<file path="src/vdp_consts.svh">
`ifndef VDP_CONSTS_SVH
`define VDP_CONSTS_SVH

// Vector geometry
`define VDP_DEPTH       8
`define VDP_WORD_W      64

// Width of the register offset on the command port
`define VDP_CSR_ADDR_W  20

// Register offsets
`define VDP_REG_A_PTR   20'h000
`define VDP_REG_B_PTR   20'h040
`define VDP_REG_LEN     20'h080
`define VDP_REG_START   20'h0C0
`define VDP_REG_STATUS  20'h100
`define VDP_REG_RES_PTR 20'h140

`endif
</file>
<file path="src/vdp_pkg.sv">
`default_nettype none

`include "vdp_consts.svh"

package vdp_pkg;

  // One data word or byte address
  typedef logic [`VDP_WORD_W-1:0] word_t;

  // Element count from 0 to 8
  typedef logic [3:0] len_t;

  // One operand vector with element i in lane i
  typedef word_t [`VDP_DEPTH-1:0] vec_t;

endpackage

`default_nettype wire

</file>
<file path="src/vdp_cfg_if.sv">
`default_nettype none

interface vdp_cfg_if;

  // Job settings from the register block
  vdp_pkg::word_t a_ptr;
  vdp_pkg::word_t b_ptr;
  vdp_pkg::word_t res_ptr;
  vdp_pkg::len_t  len;
  logic           start;

  // High while a job is in flight
  logic           busy;

  modport csr (
    output a_ptr,
    output b_ptr,
    output res_ptr,
    output len,
    output start,
    input  busy
  );

  modport ctrl (
    input  a_ptr,
    input  b_ptr,
    input  res_ptr,
    input  len,
    input  start,
    output busy
  );

endinterface

`default_nettype wire

</file>
<file path="src/vdp_csr.sv">
`default_nettype none

`include "vdp_consts.svh"

module vdp_csr (
  input  wire                        clk_i,
  input  wire                        reset_i,

  input  wire                        io_cmd_v_i,
  input  wire                        io_cmd_we_i,
  input  wire [`VDP_CSR_ADDR_W-1:0]  io_cmd_addr_i,
  input  wire vdp_pkg::word_t        io_cmd_data_i,

  output logic                       io_resp_v_o,
  output logic                       io_resp_we_o,
  output logic [`VDP_CSR_ADDR_W-1:0] io_resp_addr_o,
  output vdp_pkg::word_t             io_resp_data_o,

  vdp_cfg_if.csr                     cfg
);

  vdp_pkg::word_t a_ptr_r;
  vdp_pkg::word_t b_ptr_r;
  vdp_pkg::word_t len_r;
  vdp_pkg::word_t start_r;
  vdp_pkg::word_t res_ptr_r;
  logic           start_pulse_r;
  logic           idle;
  logic           wr_v;
  logic           rd_v;
  vdp_pkg::word_t rd_data;

  // Still busy in the cycle the start pulse is on its way to the controller
  assign idle = ~cfg.busy & ~start_pulse_r;
  assign wr_v = io_cmd_v_i & io_cmd_we_i;
  assign rd_v = io_cmd_v_i & ~io_cmd_we_i;

  always_ff @(posedge clk_i) begin
    if (reset_i) begin
      a_ptr_r       <= '0;
      b_ptr_r       <= '0;
      len_r         <= '0;
      start_r       <= '0;
      res_ptr_r     <= '0;
      start_pulse_r <= 1'b0;
      io_resp_v_o   <= 1'b0;
    end else begin
      io_resp_v_o   <= io_cmd_v_i;
      start_pulse_r <= wr_v & idle & (io_cmd_addr_i == `VDP_REG_START)
                       & (io_cmd_data_i != '0);
      // Settings are frozen for the length of a job
      if (wr_v && idle) begin
        case (io_cmd_addr_i)
          `VDP_REG_A_PTR:   a_ptr_r   <= io_cmd_data_i;
          `VDP_REG_B_PTR:   b_ptr_r   <= io_cmd_data_i;
          `VDP_REG_LEN:     len_r     <= io_cmd_data_i;
          `VDP_REG_START:   start_r   <= io_cmd_data_i;
          `VDP_REG_RES_PTR: res_ptr_r <= io_cmd_data_i;
          default: begin
          end
        endcase
      end
    end
  end

  always_comb begin
    case (io_cmd_addr_i)
      `VDP_REG_A_PTR:   rd_data = a_ptr_r;
      `VDP_REG_B_PTR:   rd_data = b_ptr_r;
      `VDP_REG_LEN:     rd_data = len_r;
      `VDP_REG_START:   rd_data = start_r;
      `VDP_REG_STATUS:  rd_data = vdp_pkg::word_t'(idle);
      `VDP_REG_RES_PTR: rd_data = res_ptr_r;
      default:          rd_data = '0;
    endcase
  end

  // Response echoes the command one cycle later
  always_ff @(posedge clk_i) begin
    if (io_cmd_v_i) begin
      io_resp_we_o   <= io_cmd_we_i;
      io_resp_addr_o <= io_cmd_addr_i;
      io_resp_data_o <= rd_v ? rd_data : '0;
    end
  end

  assign cfg.a_ptr   = a_ptr_r;
  assign cfg.b_ptr   = b_ptr_r;
  assign cfg.res_ptr = res_ptr_r;
  assign cfg.start   = start_pulse_r;

  // Lengths beyond the buffer depth run as a full vector
  assign cfg.len = (len_r > `VDP_DEPTH) ? vdp_pkg::len_t'(`VDP_DEPTH) : len_r[3:0];

endmodule

`default_nettype wire

</file>
<file path="src/flat_wrapper.sv">
// flat-port wrapper written by rule: the top's interface ports become plain ports
module vdp_csr_flat 
  (clk_i, reset_i, io_cmd_v_i, io_cmd_we_i, io_cmd_addr_i, io_cmd_data_i, io_resp_v_o, io_resp_we_o, io_resp_addr_o, io_resp_data_o, cfg_a_ptr, cfg_b_ptr, cfg_res_ptr, cfg_len, cfg_start, cfg_busy);
  vdp_cfg_if cfg_i ();
  input  wire clk_i;
  input  wire reset_i;
  input  wire io_cmd_v_i;
  input  wire io_cmd_we_i;
  input  wire [`VDP_CSR_ADDR_W-1:0] io_cmd_addr_i;
  input  wire vdp_pkg::word_t io_cmd_data_i;
  output logic io_resp_v_o;
  output logic io_resp_we_o;
  output logic [`VDP_CSR_ADDR_W-1:0] io_resp_addr_o;
  output vdp_pkg::word_t io_resp_data_o;
  output wire logic [$bits(cfg_i.a_ptr)-1:0] cfg_a_ptr;
  output wire logic [$bits(cfg_i.b_ptr)-1:0] cfg_b_ptr;
  output wire logic [$bits(cfg_i.res_ptr)-1:0] cfg_res_ptr;
  output wire logic [$bits(cfg_i.len)-1:0] cfg_len;
  output wire logic [$bits(cfg_i.start)-1:0] cfg_start;
  input wire logic [$bits(cfg_i.busy)-1:0] cfg_busy;
  assign cfg_a_ptr = cfg_i.a_ptr;
  assign cfg_b_ptr = cfg_i.b_ptr;
  assign cfg_res_ptr = cfg_i.res_ptr;
  assign cfg_len = cfg_i.len;
  assign cfg_start = cfg_i.start;
  assign cfg_i.busy = cfg_busy;
  vdp_csr u_core (.clk_i(clk_i), .reset_i(reset_i), .io_cmd_v_i(io_cmd_v_i), .io_cmd_we_i(io_cmd_we_i), .io_cmd_addr_i(io_cmd_addr_i), .io_cmd_data_i(io_cmd_data_i), .io_resp_v_o(io_resp_v_o), .io_resp_we_o(io_resp_we_o), .io_resp_addr_o(io_resp_addr_o), .io_resp_data_o(io_resp_data_o), .cfg(cfg_i));
endmodule
</file>
<file path="config.mk">
export PLATFORM = sky130hd
export DESIGN_NAME = vdp_csr_flat
export DESIGN_NICKNAME = d
export VERILOG_FILES = /design/src/vdp_pkg.sv /design/src/vdp_cfg_if.sv /design/src/vdp_csr.sv /design/src/flat_wrapper.sv
export VERILOG_INCLUDE_DIRS = /design/src
export SDC_FILE = /design/constraint.sdc
export NUM_CORES = 1
export LEC_CHECK = 0
export BUFFER_PORTS_ARGS = -buffer_cell sky130_fd_sc_hd__clkbuf_2
export CORE_ASPECT_RATIO = 1.75
export CORE_UTILIZATION = 41
export CTS_BUF_LIST = sky130_fd_sc_hd__clkbuf_16
export CTS_CLUSTER_SIZE = 8
export DETAILED_ROUTE_END_ITERATION = 12
export SKIP_CTS_REPAIR_TIMING = 1
export SLEW_MARGIN = 0
export SYNTH_ARGS = -nofsm -noshare
export SYNTH_HDL_FRONTEND = slang
export SYNTH_SLANG_ARGS = --single-unit
</file>
<file path="constraint.sdc">
create_clock -name clk_i -period 3.81 [get_ports clk_i]
set_input_delay 0.1905 -clock clk_i [delete_from_list [all_inputs] [get_ports clk_i]]
set_output_delay 0.1905 -clock clk_i [all_outputs]
set_load 0.05 [all_outputs]
</file>
==> metrics <==
crit-path max FO 4; core area 42500 um^2; Post-synth EDFFs between 80 and 90; pwr/cell area between 400 and 500 nW/um^2; DP Wirelength 42800 um; total gr overflow 0; layout cells sized above 1 0.238; simple-gate portion of the synthesized area 0.134; crit-path leading delay family simple AND/OR/NAND/NOR gates; worst r2r src u_core.cfg.start; post-synthesis mux area share 0.0620; vias between 15000 and 20000; placed cell area a little under 20000 um^2; Final ANT Viol Nets 0; yosys synthesis warning count 0; top_reg_cell synth dfxtp_1; Pre-antenna DRT Iters 7; Worst Hold Class in2reg; asr flop ratio synth 0; vias in the first global route about 17000; skew final between 0.01 and 0.015 ns; Post-Syn Area per Cell about 9.0 um^2; Mapped Cells about 2000; Die W 159 um; initial core utilization 0.417; final setup vio count 0; Layout area overhead 23.9%; Worst-Skew Late Latency 0.57 ns; unrepaired setup endpoints after global routing false; initial antenna violation count 2; xor and xnor area share after synthesis 0; die height between 200 and 300 um; register bit total from synthesis around 410; Hold WS -0.0276 ns; Worst-path clk slew ~0.050 ns; nets 2354; Worst Path Required around 3.6 ns; Row Count 100; max-slew violation count 0; status finished, violations left; Max IR drop VDD approximately 0.34 mV; Crit-path slowest cell nor4_1; Critical Path Most Common Cell nor4_1; Mapped Area 17700 um^2; LEAKAGE just under 8 nW; DRC 0; fmax about 0.33 GHz; critical path launch point type register; Setup CP Type reg2out; final wirelength ~70000 um; largest stage delay on the critical path 0.74 ns; GRT Total Usage 0.300; DRT iter0 DRCs 1774; TritonCTS buffer count between 50 and 60; # port buffers around 370; die area approximately 44000 um^2; CP Cell Sequence nor4_1 -> nand4_1 -> nor4_1 -> buf_4 -> and2_1 -> clkbuf_2; most numerous cell in the Yosys netlist dfxtp_1; Seq/Total Area, Yosys 0.507; final period utilization 0.806; Arrival @ worst endpoint about 2.9 ns; share of the synthesized area in the top cell type 0.363; Compound-Gate Fraction of Synth Area 0.243; largest net degree at the start of global routing 244; first-pass GRT wire length roughly 100000 um; Syn Nets between 2000 and 2500; design area between 20000 and 25000 um^2; Bufs and invs on worst path 2; ranking of synthesized cells by area dfxtp_1 36%, edfxtp_1 14%, a21oi_1 9.1%, nand3_1 9.1%, o21ai_0 9.0%; Clock Sinks 407; measured slew at the worst slew-check pin 1.04 ns; CTS HTree Levels 2; Ports 372; gpl congestion roughly 0.84; distinct cell type count after synthesis 38; TNS Setup 0 ns; worst setup path start u_core.len_r[11]; DR WL/cell about 24 um; largest family of logic cells by synthesized area compound AO/OA/AOI/OAI gates; post-layout minimum cycle time between 3 and 4 ns; vias per inst slightly above 6; Synth top cells by count 322 x dfxtp_1, 321 x a21oi_1, 321 x nand3_1; CTS tree done; Max clock buf depth 3; failing checks negative hold slack; top cell type by total area after synthesis dfxtp_1; CP endpoint kind output port; clk root buf clkbuf_16; Hold Startpoint io_cmd_data_i[25]; MaxCap Viol Count 0; Post-Synth Adder-Cell Area 0; Fin. Hold Viols 22; Worst slew margin 0.305
==> where the power goes <==
part           internal (mW)  switching, mW
sequential              4.44         0.0210
clock                   2.64           1.86
combinational          0.145          0.464
==> layout by cell type (no fill, tap or decap), drive strengths merged, types with 2 or more instances in the layout <==
cell and instances:
nor4b 5, nand4bb 2, and2 29, buf 46, a22oi 88, diode 2, nor2 5, nand4 12
nor2b 3, nor3b 2, nor3 5, mux2i 39, dlygate4sd3 55, edfxtp 85, mux2 63, o22ai 63
inv 36, nand3b 2, clkbuf 423, or4 3, o21ai 320, a21oi 321, nor4 37, nand3 321
nand2 2, dfxtp 322, nand2b 2
==> final cells by class <==
type,count,area (um^2)
Inverter,1,3.75
Sequential cell,407,9000
Clock buffer,57,1430
Tap cell,561,702
Clock inverter,35,131
Multi-Input combinational cell,1332,7860
Fill cell,4039,20600
Timing Repair Buffer,467,2850
Antenna cell,2,5.00
==> registers in the layout (all words and copies together) (netlist names) <==
register and flops:
u_core.io_resp_addr_o 20, u_core.start_r 64, u_core.len_r 64, u_core.cfg.res_ptr 64
u_core.cfg.a_ptr 64, u_core.io_resp_data_o 64, u_core.io_resp_v_o 1, u_core.cfg.b_ptr 64
u_core.cfg.start 1, u_core.io_resp_we_o 1
==> worst register-to-register path: stages, from the launching register on <==
cell and delay (ns):
dfxtp_1 0.40, nor4bb_1 0.64, nand4_1 0.72, buf_12 0.45, o21ai_0 0.28, a21oi_1 0.09
==> metrics by stage <==
step                      cells  hold WS [ns]  setup slack, ns  total power [mW]   util
after floorplan            1964         0.289             1.81              4.84      -
after global placement     2713         0.386            0.886              5.11  0.467
after detailed placement   2713         0.387            0.872              5.11  0.467
after CTS                  2805        -0.205            0.696              9.57  0.503
after global routing       2862      0.000349            0.687              9.82  0.516
final                      2862       -0.0276            0.739              9.57  0.516
==> final timing paths <==
check / cells after the start / slack, ns / to
worst max-delay path: 6 / 0.74 / cfg_len[1]
worst min-delay path: 3 / -0.03 / u_core.cfg.b_ptr[25]
worst max register to register: 5 / 1.08 / u_core.cfg.b_ptr[41]
worst min register to register: 2 / 0.47 / u_core.start_r[42]
==> layer usage <==
metal | GRT usage | part of all wire | vias up
li1 | - | - | 7950
met1 | 0.346 | 0.37 | 8708
met2 | 0.539 | 0.52 | 873
met3 | 0.0316 | 0.054 | 179
met4 | 0.166 | 0.050 | 0
met5 | 0 | 0 | -
==> cells by family after synthesis <==
kind of cell / Yosys count
and+or+nand+nor: 434
DFF: 407
buffers and inverters: 225
muxes: 102
AOI/OAI and AO/OA: 796
(Power assumes the default switching activity.)
