## src/vdp_consts.svh

```systemverilog
`ifndef VDP_CONSTS_SVH
`define VDP_CONSTS_SVH

// Vector geometry
`define VDP_DEPTH       8
`define VDP_WORD_W      64

// Width of the register offset on the command port
`define VDP_CSR_ADDR_W  20

// Register offsets
`define VDP_REG_A_PTR   20'h000
`define VDP_REG_B_PTR   20'h040
`define VDP_REG_LEN     20'h080
`define VDP_REG_START   20'h0C0
`define VDP_REG_STATUS  20'h100
`define VDP_REG_RES_PTR 20'h140

`endif
```

## src/vdp_pkg.sv

```systemverilog
`default_nettype none

`include "vdp_consts.svh"

package vdp_pkg;

  // One data word or byte address
  typedef logic [`VDP_WORD_W-1:0] word_t;

  // Element count from 0 to 8
  typedef logic [3:0] len_t;

  // One operand vector with element i in lane i
  typedef word_t [`VDP_DEPTH-1:0] vec_t;

endpackage

`default_nettype wire

```

## src/vdp_cfg_if.sv

```systemverilog
`default_nettype none

interface vdp_cfg_if;

  // Job settings from the register block
  vdp_pkg::word_t a_ptr;
  vdp_pkg::word_t b_ptr;
  vdp_pkg::word_t res_ptr;
  vdp_pkg::len_t  len;
  logic           start;

  // High while a job is in flight
  logic           busy;

  modport csr (
    output a_ptr,
    output b_ptr,
    output res_ptr,
    output len,
    output start,
    input  busy
  );

  modport ctrl (
    input  a_ptr,
    input  b_ptr,
    input  res_ptr,
    input  len,
    input  start,
    output busy
  );

endinterface

`default_nettype wire

```

## src/vdp_ctrl.sv

```systemverilog
`default_nettype none

module vdp_ctrl (
  input  wire                 clk_i,
  input  wire                 reset_i,

  vdp_cfg_if.ctrl             cfg,

  output logic                mem_req_v_o,
  output logic                mem_req_we_o,
  output vdp_pkg::word_t      mem_req_addr_o,
  output vdp_pkg::word_t      mem_req_data_o,
  input  wire                 mem_req_ready_i,
  input  wire                 mem_resp_v_i,
  input  wire vdp_pkg::word_t mem_resp_data_i,

  output logic                dot_v_o,
  output vdp_pkg::vec_t       dot_a_o,
  output vdp_pkg::vec_t       dot_b_o,
  input  wire                 dot_v_i,
  input  wire vdp_pkg::word_t dot_res_i
);

  typedef enum logic [2:0] {
    e_idle,
    e_load_a,
    e_wait_a,
    e_load_b,
    e_wait_b,
    e_compute,
    e_store,
    e_wait_ack
  } state_e;

  state_e         state_r;
  state_e         state_n;
  vdp_pkg::len_t  idx_r;
  vdp_pkg::len_t  idx_next;
  logic           last_elem;
  logic           load_done;
  vdp_pkg::vec_t  a_buf_r;
  vdp_pkg::vec_t  b_buf_r;
  vdp_pkg::word_t res_r;
  vdp_pkg::word_t elem_off;
  logic           dot_v_r;

  assign idx_next  = idx_r + 4'd1;
  assign last_elem = (idx_next == cfg.len);
  assign load_done = mem_resp_v_i && (state_r == e_wait_a || state_r == e_wait_b);

  always_comb begin
    state_n = state_r;
    case (state_r)
      e_idle: begin
        if (cfg.start) begin
          // Empty job goes straight to the tree with cleared buffers
          state_n = (cfg.len == '0) ? e_compute : e_load_a;
        end
      end
      e_load_a:   if (mem_req_ready_i) state_n = e_wait_a;
      e_wait_a:   if (mem_resp_v_i) state_n = last_elem ? e_load_b : e_load_a;
      e_load_b:   if (mem_req_ready_i) state_n = e_wait_b;
      e_wait_b:   if (mem_resp_v_i) state_n = last_elem ? e_compute : e_load_b;
      e_compute:  if (dot_v_i) state_n = e_store;
      e_store:    if (mem_req_ready_i) state_n = e_wait_ack;
      e_wait_ack: if (mem_resp_v_i) state_n = e_idle;
      default:    state_n = e_idle;
    endcase
  end

  always_ff @(posedge clk_i) begin
    if (reset_i) begin
      state_r <= e_idle;
      idx_r   <= '0;
      dot_v_r <= 1'b0;
    end else begin
      state_r <= state_n;
      // One operand pair per job goes out on entry to compute
      dot_v_r <= (state_n == e_compute) && (state_r != e_compute);
      if (state_r == e_idle) begin
        idx_r <= '0;
      end else if (load_done) begin
        idx_r <= last_elem ? '0 : idx_next;
      end
    end
  end

  always_ff @(posedge clk_i) begin
    if (state_r == e_idle && cfg.start) begin
      a_buf_r <= '0;
      b_buf_r <= '0;
    end else if (state_r == e_wait_a && mem_resp_v_i) begin
      a_buf_r[idx_r[2:0]] <= mem_resp_data_i;
    end else if (state_r == e_wait_b && mem_resp_v_i) begin
      b_buf_r[idx_r[2:0]] <= mem_resp_data_i;
    end
    if (state_r == e_compute && dot_v_i) begin
      res_r <= dot_res_i;
    end
  end

  // Byte offset of the current element
  assign elem_off = vdp_pkg::word_t'(idx_r) << 3;

  always_comb begin
    mem_req_v_o  = (state_r == e_load_a) || (state_r == e_load_b) || (state_r == e_store);
    mem_req_we_o = (state_r == e_store);
    case (state_r)
      e_load_b: mem_req_addr_o = cfg.b_ptr + elem_off;
      e_store:  mem_req_addr_o = cfg.res_ptr;
      default:  mem_req_addr_o = cfg.a_ptr + elem_off;
    endcase
    mem_req_data_o = mem_req_we_o ? res_r : '0;
  end

  assign cfg.busy = (state_r != e_idle);
  assign dot_v_o  = dot_v_r;
  assign dot_a_o  = a_buf_r;
  assign dot_b_o  = b_buf_r;

endmodule

`default_nettype wire

```

## src/flat_wrapper.sv

```systemverilog
// flat-port wrapper written by rule: the top's interface ports become plain ports
module vdp_ctrl_flat 
  (clk_i, reset_i, mem_req_v_o, mem_req_we_o, mem_req_addr_o, mem_req_data_o, mem_req_ready_i, mem_resp_v_i, mem_resp_data_i, dot_v_o, dot_a_o, dot_b_o, dot_v_i, dot_res_i, cfg_a_ptr, cfg_b_ptr, cfg_res_ptr, cfg_len, cfg_start, cfg_busy);
  vdp_cfg_if cfg_i ();
  input  wire clk_i;
  input  wire reset_i;
  output logic mem_req_v_o;
  output logic mem_req_we_o;
  output vdp_pkg::word_t mem_req_addr_o;
  output vdp_pkg::word_t mem_req_data_o;
  input  wire mem_req_ready_i;
  input  wire mem_resp_v_i;
  input  wire vdp_pkg::word_t mem_resp_data_i;
  output logic dot_v_o;
  output vdp_pkg::vec_t dot_a_o;
  output vdp_pkg::vec_t dot_b_o;
  input  wire dot_v_i;
  input  wire vdp_pkg::word_t dot_res_i;
  input wire logic [$bits(cfg_i.a_ptr)-1:0] cfg_a_ptr;
  input wire logic [$bits(cfg_i.b_ptr)-1:0] cfg_b_ptr;
  input wire logic [$bits(cfg_i.res_ptr)-1:0] cfg_res_ptr;
  input wire logic [$bits(cfg_i.len)-1:0] cfg_len;
  input wire logic [$bits(cfg_i.start)-1:0] cfg_start;
  output wire logic [$bits(cfg_i.busy)-1:0] cfg_busy;
  assign cfg_i.a_ptr = cfg_a_ptr;
  assign cfg_i.b_ptr = cfg_b_ptr;
  assign cfg_i.res_ptr = cfg_res_ptr;
  assign cfg_i.len = cfg_len;
  assign cfg_i.start = cfg_start;
  assign cfg_busy = cfg_i.busy;
  vdp_ctrl u_core (.clk_i(clk_i), .reset_i(reset_i), .cfg(cfg_i), .mem_req_v_o(mem_req_v_o), .mem_req_we_o(mem_req_we_o), .mem_req_addr_o(mem_req_addr_o), .mem_req_data_o(mem_req_data_o), .mem_req_ready_i(mem_req_ready_i), .mem_resp_v_i(mem_resp_v_i), .mem_resp_data_i(mem_resp_data_i), .dot_v_o(dot_v_o), .dot_a_o(dot_a_o), .dot_b_o(dot_b_o), .dot_v_i(dot_v_i), .dot_res_i(dot_res_i));
endmodule
```

## config.mk

```make
export PLATFORM = sky130hd
export DESIGN_NAME = vdp_ctrl_flat
export DESIGN_NICKNAME = d
export VERILOG_FILES = /design/src/vdp_pkg.sv /design/src/vdp_cfg_if.sv /design/src/vdp_ctrl.sv /design/src/flat_wrapper.sv
export VERILOG_INCLUDE_DIRS = /design/src
export SDC_FILE = /design/constraint.sdc
export NUM_CORES = 2
export LEC_CHECK = 0
export BUFFER_PORTS_ARGS = -buffer_cell sky130_fd_sc_hd__buf_2
export CAP_MARGIN = 20
export CELL_PAD_IN_SITES_DETAIL_PLACEMENT = 0
export CELL_PAD_IN_SITES_GLOBAL_PLACEMENT = 1
export CORE_AREA = 2 2 584 586
export DETAILED_ROUTE_END_ITERATION = 7
export DIE_AREA = 0 0 586 588
export PLACE_DENSITY = 0.38
export SLEW_MARGIN = 25
export SYNTH_ARGS = -nofsm -noshare
export SYNTH_HDL_FRONTEND = slang
export SYNTH_SLANG_ARGS = --single-unit
```

## constraint.sdc

```tcl
create_clock -name clk_i -period 6.6 [get_ports clk_i]
set_input_delay 0.66 -clock clk_i [delete_from_list [all_inputs] [get_ports clk_i]]
set_output_delay 0.66 -clock clk_i [all_outputs]
set_load 0.02 [all_outputs]
```

==> metrics.cfg <==
[synthesis]
yosysWarnings = 0
synth_top_area_frac = 0.496
synthArstFlopShare = 0
syn_nets = 5686
ys.flop_type = dfxtp_1
synth.distinct_cells = 73
syn_inst = 5350
synth_area_per_cell_um2 = 7.78
synth_edf_count = 64
post-synth-top-count-cell = nand2_1
synthesis.area_um2 = 41600
synth.largest_area_cell = dfxtp_1
ys_seq_area_frac = 0.542
synth_area_leaders = dfxtp_1 50%, nand2_1 20%, a21oi_1 13%, edfxtp_1 4.6%, clkbuf_1 4.2%
synthTopCellsByCount = 2166 x nand2_1, 1067 x a21oi_1, 1032 x dfxtp_1
synth-seq-cells = 1096

[worst_hold_path]
hold_depth = 1
min_path_type = primary input to register
hold_start = dot_res_i[26]
min_to = u_core.res_r[26]

[sta]
worstMarginPinSlew_ps = 1110
finalHoldViolations = 0
whs_ps = 105
fin_crit_sh = 0.843
rsz0062_at_grt = no
max_freq_mhz = 180
finalClockSkew_ps = 65.1
setup_tns_ps = 0
finalSetupViolCount = 0
period_needed_ps = 5560
relSlewSlack = 0.262
drv_slew = 0

[critical_path]
cpMostUsedCell = nand4_1
slowest_delay_ps = 870
crit_start = u_core.state_r[0]
cp-end-kind = primary output
critPathMaxFanout = 42
r2r_end = u_core.dot_b_o[294]
cp.required_ps = 5940
crit_chain = and3b_2 > buf_4 > nand4_1 > a211o_1 > nor4_4 > nand4_1 > xnor2_1 > o21ai_0 > buf_2
r2r-start = u_core.state_r[2]
rr_worst_depth = 9
crit_arrival_ps = 4900
rrSetupSlack_ps = 2780
cp_slowest_cell = nor4_4
crit_type = register to primary output
start_kind = register

[route]
finalWirelength_um = 294000
drt-vias-per-instance = 3.78
routedWlPerCell_um = 26.0
antenna_left = 0
drtIter0Drc = 3252
dr_total_vias = 42700
drcViolationCount = 0
firstDrtPassIters = 7

[floorplan]
die_w_um = 586
start_util = 0.123
fp.dieH_um = 588
pin_count = 1486
core_area_um2 = 338000
die-area_um2 = 345000
std_cell_rows = 214

[global_route]
grt_usage = 0.162
antenna_found_initial = 81
grt_pass1_vias = 40700
grt_max_degree = 190
grt_pass1_wl_um = 384000
grt_overflow = 0

[layout]
final_nets = 6988
fillers = 38700
layout-drive-gt1-share = 0.275
fin_cells = 11300
area_delta_synth_final_pct = 43.3

[cts]
worstSkewPairLatency_ps = 850
cts_buffer_depth = 4
cts.sinks = 1096
htreeDepth = 4
cts_tree = done
clock-root-buffer = clkbuf_16
post_cts_buffers = 0
clkTransAtPathRegs_ps = 60
cts_buffers = 153

[job]
drv_cap = 0

[power]
p_total_w = 0.0159
powerDensity_nw_per_um2 = 267
leakagePower_nw = 24.3
peakVddDrop_v = 0.000209

[placement]
dp_cells = 11000
place.gp.congestion = 0.890
dp_hpwl_um = 208000
io_buffers = 1485

[status]
status = complete, no violations

## worst max path at each step
stage / to / slack (ps) / cells past startpoint
final: mem_req_addr_o[61] / 1040 / 9
after global routing: mem_req_addr_o[61] / 600 / 9
after CTS: mem_req_addr_o[63] / 870 / 13
after detailed placement: mem_req_addr_o[63] / 1800 / 13
after global placement: mem_req_addr_o[61] / 1790 / 13
after floorplan: mem_req_addr_o[61] / 1930 / 17
## flip-flops by register name, summed over array words and instances (netlist names)
register        count
u_core.res_r       64
u_core.state_r      3
u_core.dot_b_o    512
u_core.dot_v_o      1
u_core.dot_a_o    512
u_core.idx_r        4
## timing repair
item | 4_1_cts | 5_1_grt
hold buffers | 64 | 0
gates resized for setup | 0 | 0
endpoints found under the hold margin | 65 | 0
## power breakdown
part	switching [W]	internal, W	leakage [nW]
clock network	0.00340	0.00488	2.35
registers	0.00000800	0.00669	8.88
logic	0.000728	0.000209	13.1
total	0.00414	0.0118	24.3
## cell usage in the layout (no fill, tap or decap), types with 7 or more instances in the layout
cell              n
a21oi_1        1067
nand2_1        2152
nor3_1           12
nor2_4           14
mux2i_1          49
mux2_2            7
buf_2          1485
xor2_1           36
nand4_1          25
buf_4            69
dlygate4sd3_1    64
nand2b_1         10
nand2_4          13
nand3_1          45
clkbuf_16       156
nor2_1           50
clkbuf_8         31
buf_12           17
edfxtp_1         64
o21ai_0          38
xnor2_1          30
dfxtp_1        1031
and3_1           89
clkbuf_1         40
o22ai_1           8
diode_2          21
## cells by family (layout without fill, tap and decap cells)
family                   count (synthesis)  count (layout)  share of synthesized area
adder cells (fa/ha/maj)                  6               6                    0.00198
XOR/XNOR                                66              66                     0.0139
buffers and inverters                  503            1903                     0.0461
multiplexers                            57              57                     0.0140
flip-flops                            1096            1096                      0.542
AND/OR/NAND/NOR                       2461            2461                      0.237
other                                    0              21                          0
AO/OA/AOI/OAI                         1161            1161                      0.144
## area by class of cell
| cell class | count | area, µm² | share of cell area |
|---|---|---|---|
| inverters | 8 | 30.0 | 0.000503 |
| clock buffers | 227 | 4480 | 0.0751 |
| flip-flops and latches | 1096 | 22600 | 0.378 |
| multi-input cells | 3751 | 17400 | 0.292 |
| diodes | 21 | 52.6 | 0.000881 |
| clock inverters | 26 | 364 | 0.00610 |
| repair buffers | 1642 | 9080 | 0.152 |
| well taps | 4536 | 5680 | 0.0951 |
## critical path, delay by kind of cell, from the launching register on
family | cells | cell delay (ps)
buffers and inverters | 2 | 670
AO/OA/AOI/OAI | 2 | 640
XOR/XNOR | 1 | 190
flip-flops | 1 | 770
AND/OR/NAND/NOR | 4 | 1820
## routing by layer
metal	wire (µm)	vias to the layer above	GRT usage	share of wire
met3	28700	326	0.0557	0.098
met4	8270	4	0.0434	0.028
met2	130000	1703	0.255	0.44
met1	127000	20600	0.210	0.43
li1	-	20000	-	-
met5	27	-	0	0.000092
## through the flow
stage	setup slack, ps	area (µm²)	utilization
after floorplan	1930	41600	-
after global placement	1790	53900	0.159
after detailed placement	1800	54100	0.160
after CTS	874	59600	0.176
after global routing	602	59600	0.176
final	1040	59700	0.176
Power figures use the tool's default switching activity.
